--- src/dmem_pkg.sv ---
// Shared widths, encodings, region map and access checks of the data memory path
// Imported by every RTL stage and by the testbench reference model
package dmem_pkg;

  localparam int XLEN        = 32;
  localparam int QUEUE_DEPTH = 2;
  localparam int QUEUE_PTR_W = $clog2(QUEUE_DEPTH);
  localparam int QUEUE_CNT_W = $clog2(QUEUE_DEPTH + 1);

  typedef logic [XLEN-1:0] dmem_adr_t;
  typedef logic [XLEN-1:0] dmem_data_t;

  typedef enum logic [1:0] {
    SIZE_BYTE = 2'b00,
    SIZE_HALF = 2'b01,
    SIZE_WORD = 2'b10
  } dmem_size_t;

  // Same encoding as the mstatus privilege field
  typedef enum logic [1:0] {
    PRV_U = 2'b00,
    PRV_M = 2'b11
  } dmem_prv_t;

  typedef enum logic [1:0] {
    FAULT_NONE       = 2'b00,
    FAULT_MISALIGNED = 2'b01,
    FAULT_ACCESS     = 2'b10
  } dmem_fault_t;

  ////////////////////////////////////////////////////////////////////////////
  // Fixed physical memory map
  ////////////////////////////////////////////////////////////////////////////
  localparam dmem_adr_t MEM_BASE  = 32'h0000_0000;
  localparam dmem_adr_t MEM_LAST  = 32'h0FFF_FFFF;
  localparam dmem_adr_t USER_BASE = 32'h0800_0000;
  localparam dmem_adr_t IO_BASE   = 32'h1000_0000;
  localparam dmem_adr_t IO_LAST   = 32'h1000_FFFF;

  function automatic logic in_region(dmem_adr_t adr, dmem_adr_t base, dmem_adr_t last);
    return (adr >= base) && (adr <= last);
  endfunction

  function automatic logic is_misaligned(dmem_adr_t adr, dmem_size_t size);
    case (size)
      SIZE_HALF: return adr[0];
      SIZE_WORD: return |adr[1:0];
      default:   return 1'b0;
    endcase
  endfunction

  function automatic logic is_access_fault(dmem_adr_t adr, dmem_size_t size,
                                           logic we, dmem_prv_t prv);
    logic in_mem;
    logic in_io;
    in_mem = in_region(adr, MEM_BASE, MEM_LAST);
    in_io  = in_region(adr, IO_BASE, IO_LAST);
    // Unmapped space faults on any access
    return !(in_mem || in_io)
        || (in_io && (size != SIZE_WORD))
        || (in_mem && (prv == PRV_U) && (adr < USER_BASE));
  endfunction

endpackage

--- src/dmem_req_queue.sv ---
// Two-entry request queue at the CPU side of the data memory path
// Tags each request with its misaligned flag on the way in
module dmem_req_queue (
  input  logic                 clk_i,
  input  logic                 rst_n_i,
  input  logic                 req_i,
  input  dmem_pkg::dmem_adr_t  adr_i,
  input  dmem_pkg::dmem_size_t size_i,
  input  logic                 we_i,
  input  dmem_pkg::dmem_data_t d_i,
  input  dmem_pkg::dmem_prv_t  prv_i,
  input  logic                 take_i,
  output logic                 valid_o,
  output dmem_pkg::dmem_adr_t  adr_o,
  output dmem_pkg::dmem_size_t size_o,
  output logic                 we_o,
  output dmem_pkg::dmem_data_t d_o,
  output dmem_pkg::dmem_prv_t  prv_o,
  output logic                 misaligned_o,
  output logic                 full_o
);
  import dmem_pkg::*;

  dmem_adr_t              adr_q  [QUEUE_DEPTH];
  dmem_size_t             size_q [QUEUE_DEPTH];
  logic                   we_q   [QUEUE_DEPTH];
  dmem_data_t             d_q    [QUEUE_DEPTH];
  dmem_prv_t              prv_q  [QUEUE_DEPTH];
  logic                   mis_q  [QUEUE_DEPTH];
  logic [QUEUE_PTR_W-1:0] wr_ptr;
  logic [QUEUE_PTR_W-1:0] rd_ptr;
  logic [QUEUE_CNT_W-1:0] count;
  logic                   push;
  logic                   pop;

  function automatic logic [QUEUE_PTR_W-1:0] next_ptr(logic [QUEUE_PTR_W-1:0] ptr);
    return (ptr == QUEUE_PTR_W'(QUEUE_DEPTH - 1)) ? '0 : ptr + 1'b1;
  endfunction

  assign full_o  = (count == QUEUE_CNT_W'(QUEUE_DEPTH));
  assign valid_o = (count != '0);
  assign pop     = take_i & valid_o;
  // A request on a full queue is dropped unless the head leaves now
  assign push    = req_i & (~full_o | pop);

  always_ff @(posedge clk_i)
  begin
    if (!rst_n_i)
    begin
      wr_ptr <= '0;
      rd_ptr <= '0;
      count  <= '0;
    end
    else
    begin
      if (push) wr_ptr <= next_ptr(wr_ptr);
      if (pop)  rd_ptr <= next_ptr(rd_ptr);
      count <= count + QUEUE_CNT_W'(push) - QUEUE_CNT_W'(pop);
    end
  end

  // Entry storage
  always_ff @(posedge clk_i)
  begin
    if (push)
    begin
      adr_q[wr_ptr]  <= adr_i;
      size_q[wr_ptr] <= size_i;
      we_q[wr_ptr]   <= we_i;
      d_q[wr_ptr]    <= d_i;
      prv_q[wr_ptr]  <= prv_i;
      mis_q[wr_ptr]  <= is_misaligned(adr_i, size_i);
    end
  end

  assign adr_o        = adr_q[rd_ptr];
  assign size_o       = size_q[rd_ptr];
  assign we_o         = we_q[rd_ptr];
  assign d_o          = d_q[rd_ptr];
  assign prv_o        = prv_q[rd_ptr];
  assign misaligned_o = mis_q[rd_ptr];

  // CPU must respect the full level
  a_no_overflow: assert property (@(posedge clk_i) disable iff (!rst_n_i)
    req_i && full_o |-> pop)
    else $error("request issued while queue full");

endmodule

--- src/dmem_attr_chk.sv ---
// Attribute stage, classifies the queue head against the fixed region rules
// Holds one item and forwards it with its fault class to the bus controller
module dmem_attr_chk (
  input  logic                  clk_i,
  input  logic                  rst_n_i,
  input  logic                  valid_i,
  input  dmem_pkg::dmem_adr_t   adr_i,
  input  dmem_pkg::dmem_size_t  size_i,
  input  logic                  we_i,
  input  dmem_pkg::dmem_data_t  d_i,
  input  dmem_pkg::dmem_prv_t   prv_i,
  input  logic                  misaligned_i,
  input  logic                  take_i,
  output logic                  take_o,
  output logic                  valid_o,
  output dmem_pkg::dmem_adr_t   adr_o,
  output dmem_pkg::dmem_size_t  size_o,
  output logic                  we_o,
  output dmem_pkg::dmem_data_t  d_o,
  output dmem_pkg::dmem_prv_t   prv_o,
  output dmem_pkg::dmem_fault_t fault_o
);
  import dmem_pkg::*;

  logic        valid_q;
  dmem_fault_t fault_d;

  // Room when empty or when the current item leaves this cycle
  assign take_o  = ~valid_q | take_i;
  assign valid_o = valid_q;

  // Misaligned wins over an access fault
  always_comb
  begin
    if (misaligned_i)
      fault_d = FAULT_MISALIGNED;
    else if (is_access_fault(adr_i, size_i, we_i, prv_i))
      fault_d = FAULT_ACCESS;
    else
      fault_d = FAULT_NONE;
  end

  always_ff @(posedge clk_i)
  begin
    if (!rst_n_i)
      valid_q <= 1'b0;
    else if (take_o)
      valid_q <= valid_i;
  end

  // Item register
  always_ff @(posedge clk_i)
  begin
    if (valid_i && take_o)
    begin
      adr_o   <= adr_i;
      size_o  <= size_i;
      we_o    <= we_i;
      d_o     <= d_i;
      prv_o   <= prv_i;
      fault_o <= fault_d;
    end
  end

  // Stalled item must not change under the bus controller
  a_hold_stable: assert property (@(posedge clk_i) disable iff (!rst_n_i)
    valid_o && !take_i |=> valid_o && $stable({adr_o, size_o, we_o, d_o, prv_o, fault_o}))
    else $error("attribute stage item changed while stalled");

endmodule

--- src/dmem_bus_ctrl.sv ---
// Bus side of the data memory path, one strobed transfer per legal request
// Turns faults and bus completions into a single CPU response pulse
module dmem_bus_ctrl (
  input  logic                  clk_i,
  input  logic                  rst_n_i,
  input  logic                  valid_i,
  input  dmem_pkg::dmem_adr_t   adr_i,
  input  dmem_pkg::dmem_size_t  size_i,
  input  logic                  we_i,
  input  dmem_pkg::dmem_data_t  d_i,
  input  dmem_pkg::dmem_prv_t   prv_i,
  input  dmem_pkg::dmem_fault_t fault_i,
  input  dmem_pkg::dmem_data_t  bus_q_i,
  input  logic                  bus_ack_i,
  input  logic                  bus_err_i,
  output logic                  take_o,
  output logic                  bus_stb_o,
  output dmem_pkg::dmem_adr_t   bus_adr_o,
  output dmem_pkg::dmem_size_t  bus_size_o,
  output logic                  bus_we_o,
  output dmem_pkg::dmem_prv_t   bus_prv_o,
  output dmem_pkg::dmem_data_t  bus_d_o,
  output dmem_pkg::dmem_data_t  mem_q_o,
  output logic                  mem_ack_o,
  output logic                  mem_err_o,
  output logic                  mem_misaligned_o
);
  import dmem_pkg::*;

  typedef enum logic [1:0] {
    ST_IDLE,
    ST_ACCESS,
    ST_RESPOND
  } state_t;

  state_t      state;
  dmem_fault_t resp_q;
  logic        take;
  logic        bus_done;

  assign take_o   = (state == ST_IDLE);
  assign take     = valid_i & take_o;
  assign bus_done = bus_stb_o & (bus_ack_i | bus_err_i);

  ////////////////////////////////////////////////////////////////////////////
  // FSM
  ////////////////////////////////////////////////////////////////////////////
  always_ff @(posedge clk_i)
  begin
    if (!rst_n_i)
      state <= ST_IDLE;
    else
    begin
      case (state)
        ST_IDLE:
          if (take)
            state <= (fault_i == FAULT_NONE) ? ST_ACCESS : ST_RESPOND;
        ST_ACCESS:
          if (bus_ack_i || bus_err_i) state <= ST_RESPOND;
        default:
          state <= ST_IDLE;
      endcase
    end
  end

  // Transfer payload and response kind
  always_ff @(posedge clk_i)
  begin
    if (take)
    begin
      bus_adr_o  <= adr_i;
      bus_size_o <= size_i;
      bus_we_o   <= we_i;
      bus_prv_o  <= prv_i;
      bus_d_o    <= d_i;
      resp_q     <= fault_i;
    end
    if (bus_done)
    begin
      mem_q_o <= bus_q_i;
      // error wins if the slave raises both
      resp_q  <= bus_err_i ? FAULT_ACCESS : FAULT_NONE;
    end
  end

  ////////////////////////////////////////////////////////////////////////////
  // Outputs
  ////////////////////////////////////////////////////////////////////////////
  assign bus_stb_o        = (state == ST_ACCESS);
  assign mem_ack_o        = (state == ST_RESPOND) && (resp_q == FAULT_NONE);
  assign mem_err_o        = (state == ST_RESPOND) && (resp_q == FAULT_ACCESS);
  assign mem_misaligned_o = (state == ST_RESPOND) && (resp_q == FAULT_MISALIGNED);

  a_one_response: assert property (@(posedge clk_i) disable iff (!rst_n_i)
    $onehot0({mem_ack_o, mem_err_o, mem_misaligned_o}))
    else $error("more than one response pulse");

  // Strobe and payload hold until the slave completes
  a_bus_stable: assert property (@(posedge clk_i) disable iff (!rst_n_i)
    bus_stb_o && !bus_ack_i && !bus_err_i |=>
      bus_stb_o && $stable({bus_adr_o, bus_size_o, bus_we_o, bus_prv_o, bus_d_o}))
    else $error("bus transfer changed before completion");

endmodule

--- src/dmem_ctrl.sv ---
// Data memory access path of the core without cache or MMU
// Chains request queue, attribute check and bus controller
module dmem_ctrl (
  input  logic                 clk_i,
  input  logic                 rst_n_i,

  // CPU side
  input  logic                 mem_req_i,
  input  dmem_pkg::dmem_adr_t  mem_adr_i,
  input  dmem_pkg::dmem_size_t mem_size_i,
  input  logic                 mem_we_i,
  input  dmem_pkg::dmem_data_t mem_d_i,
  input  dmem_pkg::dmem_prv_t  st_prv_i,
  output logic                 mem_full_o,
  output dmem_pkg::dmem_data_t mem_q_o,
  output logic                 mem_ack_o,
  output logic                 mem_err_o,
  output logic                 mem_misaligned_o,

  // Bus side
  output logic                 bus_stb_o,
  output dmem_pkg::dmem_adr_t  bus_adr_o,
  output dmem_pkg::dmem_size_t bus_size_o,
  output logic                 bus_we_o,
  output dmem_pkg::dmem_prv_t  bus_prv_o,
  output dmem_pkg::dmem_data_t bus_d_o,
  input  dmem_pkg::dmem_data_t bus_q_i,
  input  logic                 bus_ack_i,
  input  logic                 bus_err_i
);
  import dmem_pkg::*;

  // Queue head
  logic        q_valid;
  dmem_adr_t   q_adr;
  dmem_size_t  q_size;
  logic        q_we;
  dmem_data_t  q_d;
  dmem_prv_t   q_prv;
  logic        q_misaligned;
  logic        chk_take;

  // Classified item
  logic        c_valid;
  dmem_adr_t   c_adr;
  dmem_size_t  c_size;
  logic        c_we;
  dmem_data_t  c_d;
  dmem_prv_t   c_prv;
  dmem_fault_t c_fault;
  logic        bus_take;

  dmem_req_queue u_req_queue (
    .clk_i        ( clk_i        ),
    .rst_n_i      ( rst_n_i      ),
    .req_i        ( mem_req_i    ),
    .adr_i        ( mem_adr_i    ),
    .size_i       ( mem_size_i   ),
    .we_i         ( mem_we_i     ),
    .d_i          ( mem_d_i      ),
    .prv_i        ( st_prv_i     ),
    .take_i       ( chk_take     ),
    .valid_o      ( q_valid      ),
    .adr_o        ( q_adr        ),
    .size_o       ( q_size       ),
    .we_o         ( q_we         ),
    .d_o          ( q_d          ),
    .prv_o        ( q_prv        ),
    .misaligned_o ( q_misaligned ),
    .full_o       ( mem_full_o   )
  );

  dmem_attr_chk u_attr_chk (
    .clk_i        ( clk_i        ),
    .rst_n_i      ( rst_n_i      ),
    .valid_i      ( q_valid      ),
    .adr_i        ( q_adr        ),
    .size_i       ( q_size       ),
    .we_i         ( q_we         ),
    .d_i          ( q_d          ),
    .prv_i        ( q_prv        ),
    .misaligned_i ( q_misaligned ),
    .take_i       ( bus_take     ),
    .take_o       ( chk_take     ),
    .valid_o      ( c_valid      ),
    .adr_o        ( c_adr        ),
    .size_o       ( c_size       ),
    .we_o         ( c_we         ),
    .d_o          ( c_d          ),
    .prv_o        ( c_prv        ),
    .fault_o      ( c_fault      )
  );

  dmem_bus_ctrl u_bus_ctrl (
    .clk_i            ( clk_i            ),
    .rst_n_i          ( rst_n_i          ),
    .valid_i          ( c_valid          ),
    .adr_i            ( c_adr            ),
    .size_i           ( c_size           ),
    .we_i             ( c_we             ),
    .d_i              ( c_d              ),
    .prv_i            ( c_prv            ),
    .fault_i          ( c_fault          ),
    .bus_q_i          ( bus_q_i          ),
    .bus_ack_i        ( bus_ack_i        ),
    .bus_err_i        ( bus_err_i        ),
    .take_o           ( bus_take         ),
    .bus_stb_o        ( bus_stb_o        ),
    .bus_adr_o        ( bus_adr_o        ),
    .bus_size_o       ( bus_size_o       ),
    .bus_we_o         ( bus_we_o         ),
    .bus_prv_o        ( bus_prv_o        ),
    .bus_d_o          ( bus_d_o          ),
    .mem_q_o          ( mem_q_o          ),
    .mem_ack_o        ( mem_ack_o        ),
    .mem_err_o        ( mem_err_o        ),
    .mem_misaligned_o ( mem_misaligned_o )
  );

endmodule

--- config.mk ---
export PLATFORM = sky130hd
export DESIGN_NAME = dmem_ctrl
export DESIGN_NICKNAME = d
export VERILOG_FILES = /design/src/dmem_pkg.sv /design/src/dmem_req_queue.sv /design/src/dmem_attr_chk.sv /design/src/dmem_bus_ctrl.sv /design/src/dmem_ctrl.sv
export SDC_FILE = /design/constraint.sdc
export NUM_CORES = 1
export LEC_CHECK = 0
export BUFFER_PORTS_ARGS = -buffer_cell sky130_fd_sc_hd__buf_2
export CAP_MARGIN = 40
export CORE_AREA = 2 2 183 185
export DETAILED_ROUTE_END_ITERATION = 8
export DIE_AREA = 0 0 185 187
export PLACE_DENSITY = 0.55
export SYNTH_ARGS = -nofsm -noshare
export SYNTH_HDL_FRONTEND = slang
export SYNTH_HIERARCHICAL = 1
export SYNTH_SLANG_ARGS = --single-unit
--- constraint.sdc ---
create_clock -name clk_i -period 5.9 [get_ports clk_i]
set_input_delay 1.18 -clock clk_i [delete_from_list [all_inputs] [get_ports clk_i]]
set_output_delay 1.18 -clock clk_i [all_outputs]
set_load 0.02 [all_outputs]
==> results of run 1 <==
[registers in the layout, indices dropped and copies added (netlist names), 2 cells and up, named ones only]
name and flops:
u_attr_chk/adr_o 32, u_attr_chk/d_o 32, u_attr_chk/fault_o 2, u_attr_chk/prv_o 2
u_attr_chk/size_o 2, u_bus_ctrl/bus_adr_o 32, u_bus_ctrl/bus_d_o 32, u_bus_ctrl/bus_prv_o 2
u_bus_ctrl/bus_size_o 2, u_bus_ctrl/mem_q_o 32, u_bus_ctrl/resp_q 2, u_bus_ctrl/state 2
u_req_queue/adr_q 64, u_req_queue/count 2, u_req_queue/d_q 64, u_req_queue/mis_q 2
u_req_queue/prv_q 4, u_req_queue/size_q 4, u_req_queue/we_q 2
[worst reg2reg max path, stage by stage, from the launching register on]
cell and delay, ns:
dfxtp_1 0.38, nor2_1 0.12, nand2b_1 0.26, o21ai_2 0.17, nor2_4 0.42, buf_4 0.55
[layer usage]
metal  vias to the layer above  routed length [um]
met1                      2490                8510
li1                       2359                   -
met3                        37                1440
met2                       168                9480
met5                         -                  44
met4                         6                 511
[Yosys cell counts (all sizes together)]
master  count
nor2b       2
and2        4
a21oi       5
mux2i       2
buf         8
nor4bb      2
edfxtp    314
o21ai       5
a21boi      1
nand2b      5
nor2        7
nor3b       1
a22o        1
ha          3
and2b       1
or2         1
xnor2       1
xor2        1
nor4b       2
and3b       1
mux2       70
nand3       2
nand2       8
a41o        1
nor4        4
inv         6
dfxtp       8
and4bb      1
[per-stage QoR]
| stage | instance area [um^2] | std cells |
|---|---|---|
| 2_1_floorplan | 10900 | 467 |
| 3_3_place_gp | 12500 | 1123 |
| 3_5_place_dp | 12600 | 1127 |
| 4_1_cts | 13700 | 1189 |
| 5_1_grt | 13700 | 1191 |
| 6_report | 13700 | 1191 |
[cells by family (layout without fill, tap and decap cells)]
logic type,Yosys count,in the layout,synth area share
adders and majority gates,3,3,0.00344
xor gates and xnor gates,2,2,0.00161
muxes,72,72,0.0741
DFF,322,322,0.879
other,0,2,0
buffers and inverters,14,288,0.0103
AOI/OAI and AO/OA,13,13,0.00769
and+or+nand+nor,41,41,0.0237
[final cells by class]
| cell class | count | area (um^2) |
|---|---|---|
| tap | 448 | 561 |
| clock inverter | 14 | 148 |
| antenna | 2 | 5.00 |
| timing repair buffer | 220 | 1200 |
| multi-input combinational | 131 | 1230 |
| clock buffer | 48 | 935 |
| inverter | 6 | 22.5 |
| sequential | 322 | 9590 |
| fill | 3003 | 19200 |
[power breakdown]
group	switching [uW]	internal (uW)	leakage (uW)
clock network	834	1240	0.000519
registers	147	3160	0.00300
logic	637	341	0.00138
total	1620	4740	0.00490
[final timing paths]
check	endpoint	from	depth (start not counted)	slack (ns)
setup / recovery	mem_misaligned_o	u_bus_ctrl/state[1]$_SDFFE_PN0P_	2	3.27
hold / removal	u_bus_ctrl/bus_d_o[28]$_DFFE_PP_	u_attr_chk/d_o[28]$_DFFE_PP_	0	0.42
setup reg to reg	u_req_queue/d_q[0][5]$_DFFE_PP_	u_bus_ctrl/state[1]$_SDFFE_PN0P_	5	3.62
hold reg to reg	u_bus_ctrl/bus_d_o[28]$_DFFE_PP_	u_attr_chk/d_o[28]$_DFFE_PP_	0	0.42
==> metrics, run 1 <==
share of the synthesized area in the top cell type=0.864; layout cell share with drive strength beyond 1=0.460; Root Buffer Master=clkbuf_16; max frequency=380 MHz; first-pass detailed-route iteration total=4; final setup margin=3.27 ns; largest net degree at the start of global routing=57; Via-to-Cell Ratio=4.25; cell area after synthesis=10900 um^2; Setup crit end kind=output pin; largest fanout on the critical path=8; first-pass GRT wire length=29800 um; I/O Buffers=211; Final GP Congestion=0.724; Bufs and invs on worst path=1; Area growth syn-to-layout=25.5%; leakage power=0.00490 uW; max-slew violations=0; setup TNS=0 ns; detailed-route DRC error count=0; cells after synthesis=467; critical path, cell by cell=nor4bb_1 -> buf_2; DR iter-0 viols=280; Die Ht=187 um; Max Cap Violations=0; synthesized flop and latch total=322; wirelength, routed=20000 um; critical path's top delay family=flip-flops; CP Class=register to output pin; fin crit share=0.446; Slew HR=0.582; clk buf depth=3; Final Util=0.417; Global Route met1 Usage=0.144; clk_skew=0.0157 ns; critical path data required time=4.72 ns; synthesized area per cell=23.4 um^2; # H-tree levels=2; CP max-delay cell=dfxtp_1; commonest non-fill, non-tap cells in the layout=314 x edfxtp_1, 211 x buf_2, 64 x mux2_2; clock edge transition at the registers on the reported setup and hold paths=0.06 ns; CP startpoint kind=register; Final Hold Fails=0; DR WL/cell=16.8 um; initial antenna violation count=5; met2 usage=0.185; Net count, final=825; GR peak layer=met2; setup slack after placement=3.04 ns; critical path arrival=1.45 ns; clock network latency to the later pin of the worst-skew pair=0.50 ns; CTS sink count=322; Mapped Nets=576; CP peak stage delay=0.47 ns; Initial Utilization=0.332; Routed Antenna Nets=0; IO Count=212; Rows=67; Final setup viols=0; VDD IR max=200 uV; core area=32900 um^2; post-CTS sizing=0; worst slew pin tran=0.627 ns; final worst path period need=2.63 ns; cell area power density=465 nW/um^2; Seq/Total Area, Yosys=0.879; vias in the first global route=5191; Pwr Total=6360 uW; hold buffer count at cts=0; Die Span X=185 um; postcts setup bufs=0; top cells by area, synth=edfxtp_1 86%, mux2_2 6.6%, dfxtp_1 1.5%; routed vias=5060; CTS tree=yes; area leader, netlist=edfxtp_1; GRT Overall Usage=0.114; worst hold path type=register to register; Yosys cell types=34; total grt overflow=0; run status=finished clean; die footprint=34600 um^2; Yosys warning total=6; commonest non-fill, non-tap cell in the layout=edfxtp_1; Hold Slack=0.416 ns; RSZ-0062 raised after global routing=no; CTS Buf Count=35; met3 Usage GRT=0.0347; Post-DP HPWL=12900 um
Note: power is estimated with default switching activity, not from simulation.
==> run 2: changes to the inputs <==
--- a/config.mk
+++ b/config.mk
@@ -5,12 +5,13 @@
 export SDC_FILE = /design/constraint.sdc
 export NUM_CORES = 1
 export LEC_CHECK = 0
+export ABC_AREA = 1
 export BUFFER_PORTS_ARGS = -buffer_cell sky130_fd_sc_hd__buf_2
 export CAP_MARGIN = 40
-export CORE_AREA = 2 2 183 185
+export CORE_AREA = 2 2 186 188
 export DETAILED_ROUTE_END_ITERATION = 8
-export DIE_AREA = 0 0 185 187
-export PLACE_DENSITY = 0.55
+export DIE_AREA = 0 0 188 190
+export PLACE_DENSITY = 0.53
 export SYNTH_ARGS = -nofsm -noshare
 export SYNTH_HDL_FRONTEND = slang
 export SYNTH_HIERARCHICAL = 1
==> constraint.sdc (replaced) <==
create_clock -name clk_i -period 2.5 [get_ports clk_i]
set_input_delay 0.5 -clock clk_i [delete_from_list [all_inputs] [get_ports clk_i]]
set_output_delay 0.5 -clock clk_i [all_outputs]
set_load 0.02 [all_outputs]
==> metrics, run 2 <==
Routed Antenna Nets=0 (unchanged); RSZ-0062 raised after global routing=no; commonest non-fill, non-tap cells in the layout=314 x edfxtp_1, 211 x buf_2, 70 x mux2_4; Post-synth EDFFs=314 (unchanged); CTS tree=yes; wirelength, routed=19400 um (-2.9%); worst hold path type=primary input to register; Area growth syn-to-layout=24.7%; Die Span X=188 um (+1.6%); Inst Count DP=1182 (+4.9%); Net count, final=873 (+5.8%); Yosys cell types=22 (-35%); dominant synthesized flop cell=edfxtp_1; core area=33900 um^2 (+3.3%); Max Cap Violations=0 (unchanged); setup TNS=0 ns (unchanged); post-CTS sizing=0 (unchanged); cells after synthesis=512 (+9.6%); vias in the first global route=5238 (+0.91%); Die Ht=190 um (+1.6%); first-pass detailed-route iteration total=4 (unchanged); largest fanout on the critical path=4 (-4); Final Util=0.415 (-0.00172); commonest non-fill, non-tap cell in the layout=edfxtp_1; largest net degree at the start of global routing=40 (-30%); clk_skew=0.00943 ns (-0.00629 ns); fillers=3046 (+1.4%); Setup crit end kind=output pin; Slew HR=0.579 (-0.00298); share of the synthesized area in the top cell type=0.835 (-0.0297); worst r2r src=u_bus_ctrl/state[1]$_SDFFE_PN0P_; initial antenna violation count=5 (unchanged); cell area after synthesis=11300 um^2 (+3.6%); Via-to-Cell Ratio=4.14 (-2.5%); Yosys warning total=6 (unchanged); IO Count=212 (unchanged); DR iter-0 viols=201 (-28%); cell area power density=1150 nW/um^2 (+150%); hold_sp=bus_q_i[4]; detailed-route DRC error count=0 (unchanged); final worst path period need=1.96 ns; first-pass GRT wire length=29000 um (-2.8%); CTS sink count=322 (unchanged); worst r2r dst=u_req_queue/count[1]$_SDFF_PN0_; Final Hold Fails=0 (unchanged); Hold Slack=0.164 ns (-0.252 ns); R2R Setup Slk=0.60 ns (-3.02 ns); fin crit share=0.782; Hold EP=u_bus_ctrl/mem_q_o[4]$_DFFE_PP_; total grt overflow=0 (unchanged); Post-DP HPWL=13100 um (+1.6%); Initial Utilization=0.333 (+0.000806); clk buf depth=3 (unchanged); postcts setup bufs=0 (unchanged); Root Buffer Master=clkbuf_16; Hold Path Depth=1 (+1); routed vias=5166 (+2.1%); run status=finished clean; area leader, netlist=edfxtp_1; critical path arrival=1.46 ns (about the same); top cells by area, synth=edfxtp_1 83%, mux2_4 9.3%, dfxtp_1 1.4%; clock edge transition at the registers on the reported setup and hold paths=0.06 ns (about the same); leakage power=0.00531 uW (+8.5%); Mapped Nets=621 (+7.8%); max frequency=511 MHz; CP startpoint kind=register; Final setup viols=0 (unchanged); # H-tree levels=2 (unchanged); Layout Cells excl Fill=1247 (+4.7%); critical path data required time=2.00 ns (-2.72 ns); die footprint=35700 um^2 (+3.3%); hold buffer count at cts=0 (unchanged); ys async rst share=0 (unchanged); count leader, synth=edfxtp_1; CP Class=register to output pin; VDD IR max=617 uV (+210%); Largest regs=u_req_queue/adr_q x64, u_req_queue/d_q x64; Rows=68 (+1.5%); layout cell share with drive strength beyond 1=0.456 (-0.00392); DR WL/cell=15.6 um (-7.2%); Post-synth top cells=314 x edfxtp_1, 70 x mux2_4, 30 x nand2_1; worst slew pin tran=0.631 ns (+0.00355 ns); max-slew violations=0 (unchanged); GRT Overall Usage=0.107 (-0.00703); FF-to-FF path depth=16 (+11); clock network latency to the later pin of the worst-skew pair=0.51 ns (about the same); Seq/Total Area, Yosys=0.849 (-0.0302); synthesized flop and latch total=322 (unchanged); Final GP Congestion=0.716 (-1.1%); synthesized area per cell=22.1 um^2 (-5.5%); CTS Buf Count=35 (unchanged); I/O Buffers=211 (unchanged)
[run 2: changes by cell type after synthesis, sizes merged, moves of 2 or more]
| cell | delta |
|---|---|
| nor3 | +4 |
| o21ai | -3 |
| nor4 | -4 |
| nand2 | +24 |
| nand3 | +2 |
| inv | +22 |
| and2 | -4 |
| nor2 | +25 |
| nor4b | -2 |
| nor4bb | -2 |
| nor2b | -2 |
| mux2i | -2 |
| nand2b | -5 |
[run 2: cells by family (layout without fill, tap and decap cells)]
| logic type | after synthesis | after routing | synth area share |
|---|---|---|---|
| compound gates | 7 | 7 | 0.00399 |
| fa+ha+maj | 3 | 3 | 0.00332 |
| buf+inv | 36 | 313 | 0.0227 |
| flops | 322 | 322 | 0.849 |
| mux | 70 | 70 | 0.0930 |
| other cells | 0 | 3 | 0 |
| simple gates | 74 | 74 | 0.0280 |
[run 2: area by class of cell]
type | instances | area (um^2) | share of cell area
clock inverter | 19 | 213 | 0.0151
tap | 455 | 569 | 0.0404
multi-input combinational | 154 | 1470 | 0.104
sequential | 322 | 9590 | 0.681
inverter | 28 | 110 | 0.00782
timing repair buffer | 223 | 1220 | 0.0867
antenna | 3 | 7.51 | 0.000533
clock buffer | 43 | 906 | 0.0643
[run 2: routing by layer]
| layer | share of wire | wire length [um] | up-vias | GRT usage |
|---|---|---|---|---|
| met2 | 0.48 | 9260 | 208 | 0.181 |
| li1 | - | - | 2454 | - |
| met3 | 0.092 | 1800 | 43 | 0.0422 |
| met4 | 0.025 | 495 | 6 | 0.0385 |
| met5 | 0.0019 | 36 | - | 0 |
| met1 | 0.40 | 7830 | 2455 | 0.124 |
[run 2: how the worst max path moves through the flow]
stage                     slack [ns]                        startpoint                           endpoint  depth (start not counted)
after floorplan                 0.13  u_bus_ctrl/state[1]$_SDFFE_PN0P_  u_req_queue/adr_q[1][0]$_DFFE_PP_                          7
after global placement          0.65  u_bus_ctrl/state[1]$_SDFFE_PN0P_  u_req_queue/adr_q[1][9]$_DFFE_PP_                          8
after detailed placement        0.59  u_bus_ctrl/state[1]$_SDFFE_PN0P_    u_req_queue/count[1]$_SDFF_PN0_                         16
after CTS                       0.51  u_bus_ctrl/state[1]$_SDFFE_PN0P_                          mem_ack_o                          3
after global routing            0.35  u_bus_ctrl/state[1]$_SDFFE_PN0P_    u_req_queue/count[1]$_SDFF_PN0_                         17
final                           0.54  u_bus_ctrl/state[1]$_SDFFE_PN0P_                          mem_ack_o                          3
[run 2: metrics by stage]
stage / area (um^2) / total power (uW) / worst slack [ns]
after floorplan: 11300 / 10400 / 0.132
after global placement: 13000 / 11400 / 0.645
after detailed placement: 13000 / 11500 / 0.589
after CTS: 14100 / 16500 / 0.510
after global routing: 14100 / 17100 / 0.354
final: 14100 / 16300 / 0.545
[run 2: power breakdown]
group / switching, uW / internal, uW / leakage (uW)
combinational: 1930 / 1230 / 0.00177
clock: 1990 / 3010 / 0.000536
sequential: 428 / 7670 / 0.00301
[run 2: worst max-delay path: stages, from the launching register on]
cell,delay (ns)
dfxtp_1,0.42
nand2_1,0.13
nor3_1,0.19
buf_2,0.21
==> run 3: changes to the inputs <==
==> constraint.sdc (replaced) <==
create_clock -name clk_i -period 1.85 [get_ports clk_i]
set_input_delay 0.37 -clock clk_i [delete_from_list [all_inputs] [get_ports clk_i]]
set_output_delay 0.37 -clock clk_i [all_outputs]
set_load 0.02 [all_outputs]
==> metrics, run 3 (same netlist as run 2, synthesis figures left out) <==
wirelength, routed=19600 um (+0.83%); critical path data required time=2.03 ns (+0.03 ns); Max Cap Violations=0 (unchanged); worst r2r src=u_bus_ctrl/state[1]$_SDFFE_PN0P_; clock network latency to the later pin of the worst-skew pair=0.52 ns (about the same); fillers=3017 (-0.95%); cell area power density=1550 nW/um^2 (+34%); Slew HR=0.707 (+0.128); setup TNS=0 ns (unchanged); Comb power frac=0.210 (+0.016); VDD IR max=749 uV (+21%); CP startpoint kind=register; CTS sink count=322 (unchanged); die footprint=35700 um^2 (unchanged); Hold Path Depth=1 (unchanged); largest fanout on the critical path=40 (+36); GRT Overall Usage=0.109 (+0.00227); commonest non-fill, non-tap cell in the layout=edfxtp_1; CP Class=register to register; critical path arrival=1.95 ns (+0.49 ns); routed vias=5183 (+0.33%); Die Span X=188 um (unchanged); core area=33900 um^2 (unchanged); hold_sp=bus_q_i[1]; leakage power=0.00536 uW (+0.93%); largest net degree at the start of global routing=41 (+2.5%); Seq pwr share=0.493 (-0.005); layout cell share with drive strength beyond 1=0.468 (+0.0118); run status=finished clean; worst slew pin tran=0.439 ns (-0.191 ns); Final GP Congestion=0.710 (-0.87%); IO Count=212 (unchanged); Net count, final=882 (+1.0%); Critical path origin=u_bus_ctrl/state[1]$_SDFFE_PN0P_; Final setup viols=0 (unchanged); Area growth syn-to-layout=25.7%; total grt overflow=0 (unchanged); I/O Buffers=211 (unchanged); fin crit share=0.961; Routed Antenna Nets=0 (unchanged); Rows=68 (unchanged); # H-tree levels=2 (unchanged); vias in the first global route=5361 (+2.3%); DR iter-0 viols=290 (+44%); Initial Utilization=0.333 (unchanged); NetSw=5970 uW (+37%); final worst path period need=1.78 ns; Internal=16000 uW (+35%); Hold EP=u_bus_ctrl/mem_q_o[1]$_DFFE_PP_; clock edge transition at the registers on the reported setup and hold paths=0.06 ns (about the same); R2R Setup Slk=0.07 ns (-0.53 ns); max-slew violations=0 (unchanged); Final Hold Fails=0 (unchanged); worst r2r dst=u_req_queue/d_q[0][2]$_DFFE_PP_; Post-DP HPWL=13200 um (+0.65%); switch share=0.271 (+0.00352); commonest non-fill, non-tap cells in the layout=314 x edfxtp_1, 210 x buf_2, 70 x mux2_4; Pwr Total=22000 uW (+35%); detailed-route DRC error count=0 (unchanged); Inst Count DP=1189 (+0.59%); Largest regs=u_req_queue/adr_q x64, u_req_queue/d_q x64; number of diodes=0 (-3); Root Buffer Master=clkbuf_16; Clk pwr share=0.297 (-0.011); clk buf depth=3 (unchanged); clk_skew=0.0241 ns (+0.0147 ns); Layout Cells excl Fill=1254 (+0.56%); FF-to-FF path depth=9 (-7); initial antenna violation count=3 (-2); first-pass GRT wire length=29800 um (+3.0%); Die Ht=190 um (unchanged); max frequency=562 MHz; first-pass detailed-route iteration total=4 (unchanged); CTS tree=yes; CTS Buf Count=36 (+2.9%); Setup crit end kind=register; hold buffer count at cts=0 (unchanged); Via-to-Cell Ratio=4.13 (-0.23%); worst hold path type=primary input to register; DR WL/cell=15.6 um (+0.27%); Hold Slack=0.0402 ns (-0.124 ns); Final Util=0.418 (+0.00339)
## run 3: changes by cell type in the layout (fill, tap and decap cells not counted), sizes merged
| cell | delta |
|---|---|
| buf | +8 |
| clkinv | +6 |
| bufinv | -3 |
| diode | -3 |
| clkinvlp | -2 |
| clkbuf | +1 |
## run 3: per-layer routing
layer | GRT usage | up-vias | wire length, um
met4 | 0.0391 | 6 | 514
li1 | - | 2476 | -
met5 | 0 | - | 32
met3 | 0.0459 | 43 | 1750
met1 | 0.123 | 2472 | 7710
met2 | 0.186 | 186 | 9580
## run 3: how the worst max path moves through the flow
stage,to,slack [ns],depth (start not counted)
6_report,u_req_queue/d_q[0][2]$_DFFE_PP_,0.07,9
5_1_grt,u_req_queue/d_q[0][7]$_DFFE_PP_,-0.006,9
4_1_cts,mem_ack_o,0.06,3
3_5_place_dp,u_req_queue/count[1]$_SDFF_PN0_,0.13,17
3_3_place_gp,u_req_queue/count[1]$_SDFF_PN0_,0.15,16
2_1_floorplan,u_req_queue/adr_q[0][0]$_DFFE_PP_,-0.42,7
## run 3: final cells by class
cell class	instances	area, um^2	area share
Clock inverter	20	136	0.00960
Clock buffer	44	952	0.0670
Timing Repair Buffer	231	1350	0.0948
Tap cell	455	569	0.0401
Inverter	28	113	0.00793
Multi-Input combinational cell	154	1490	0.105
Sequential cell	322	9600	0.676
## run 3: power by group through the flow
stage | sequential, uW | combinational [uW] | clock, uW
after floorplan | 11600 | 2530 | 0
after global placement | 11000 | 4730 | 0
after detailed placement | 11000 | 4760 | 0
after CTS | 10900 | 4760 | 6790
after global routing | 11000 | 5050 | 7090
final | 10800 | 4620 | 6540
## run 3: through the flow
stage                     setup WS, ns  area (um^2)
after floorplan                 -0.418        11300
after global placement           0.153        13100
after detailed placement         0.126        13100
after CTS                       0.0582        14200
after global routing          -0.00630        14200
final                           0.0718        14200
## run 3: repair_timing
| item | in CTS | in global routing |
|---|---|---|
| setup endpoints to repair | 0 | 3 |
| resized for setup | 0 | 3 |
| setup buffers | 0 | 1 |
## run 3: critical path, cell delays in order (launching register included)
cell and delay [ns]:
dfxtp_4 0.36, nor2_4 0.10, inv_2 0.06, nand2_2 0.07, inv_2 0.05, nand3b_1 0.13
nand2_2 0.07, buf_4 0.14, nor2_4 0.16, buf_12 0.26
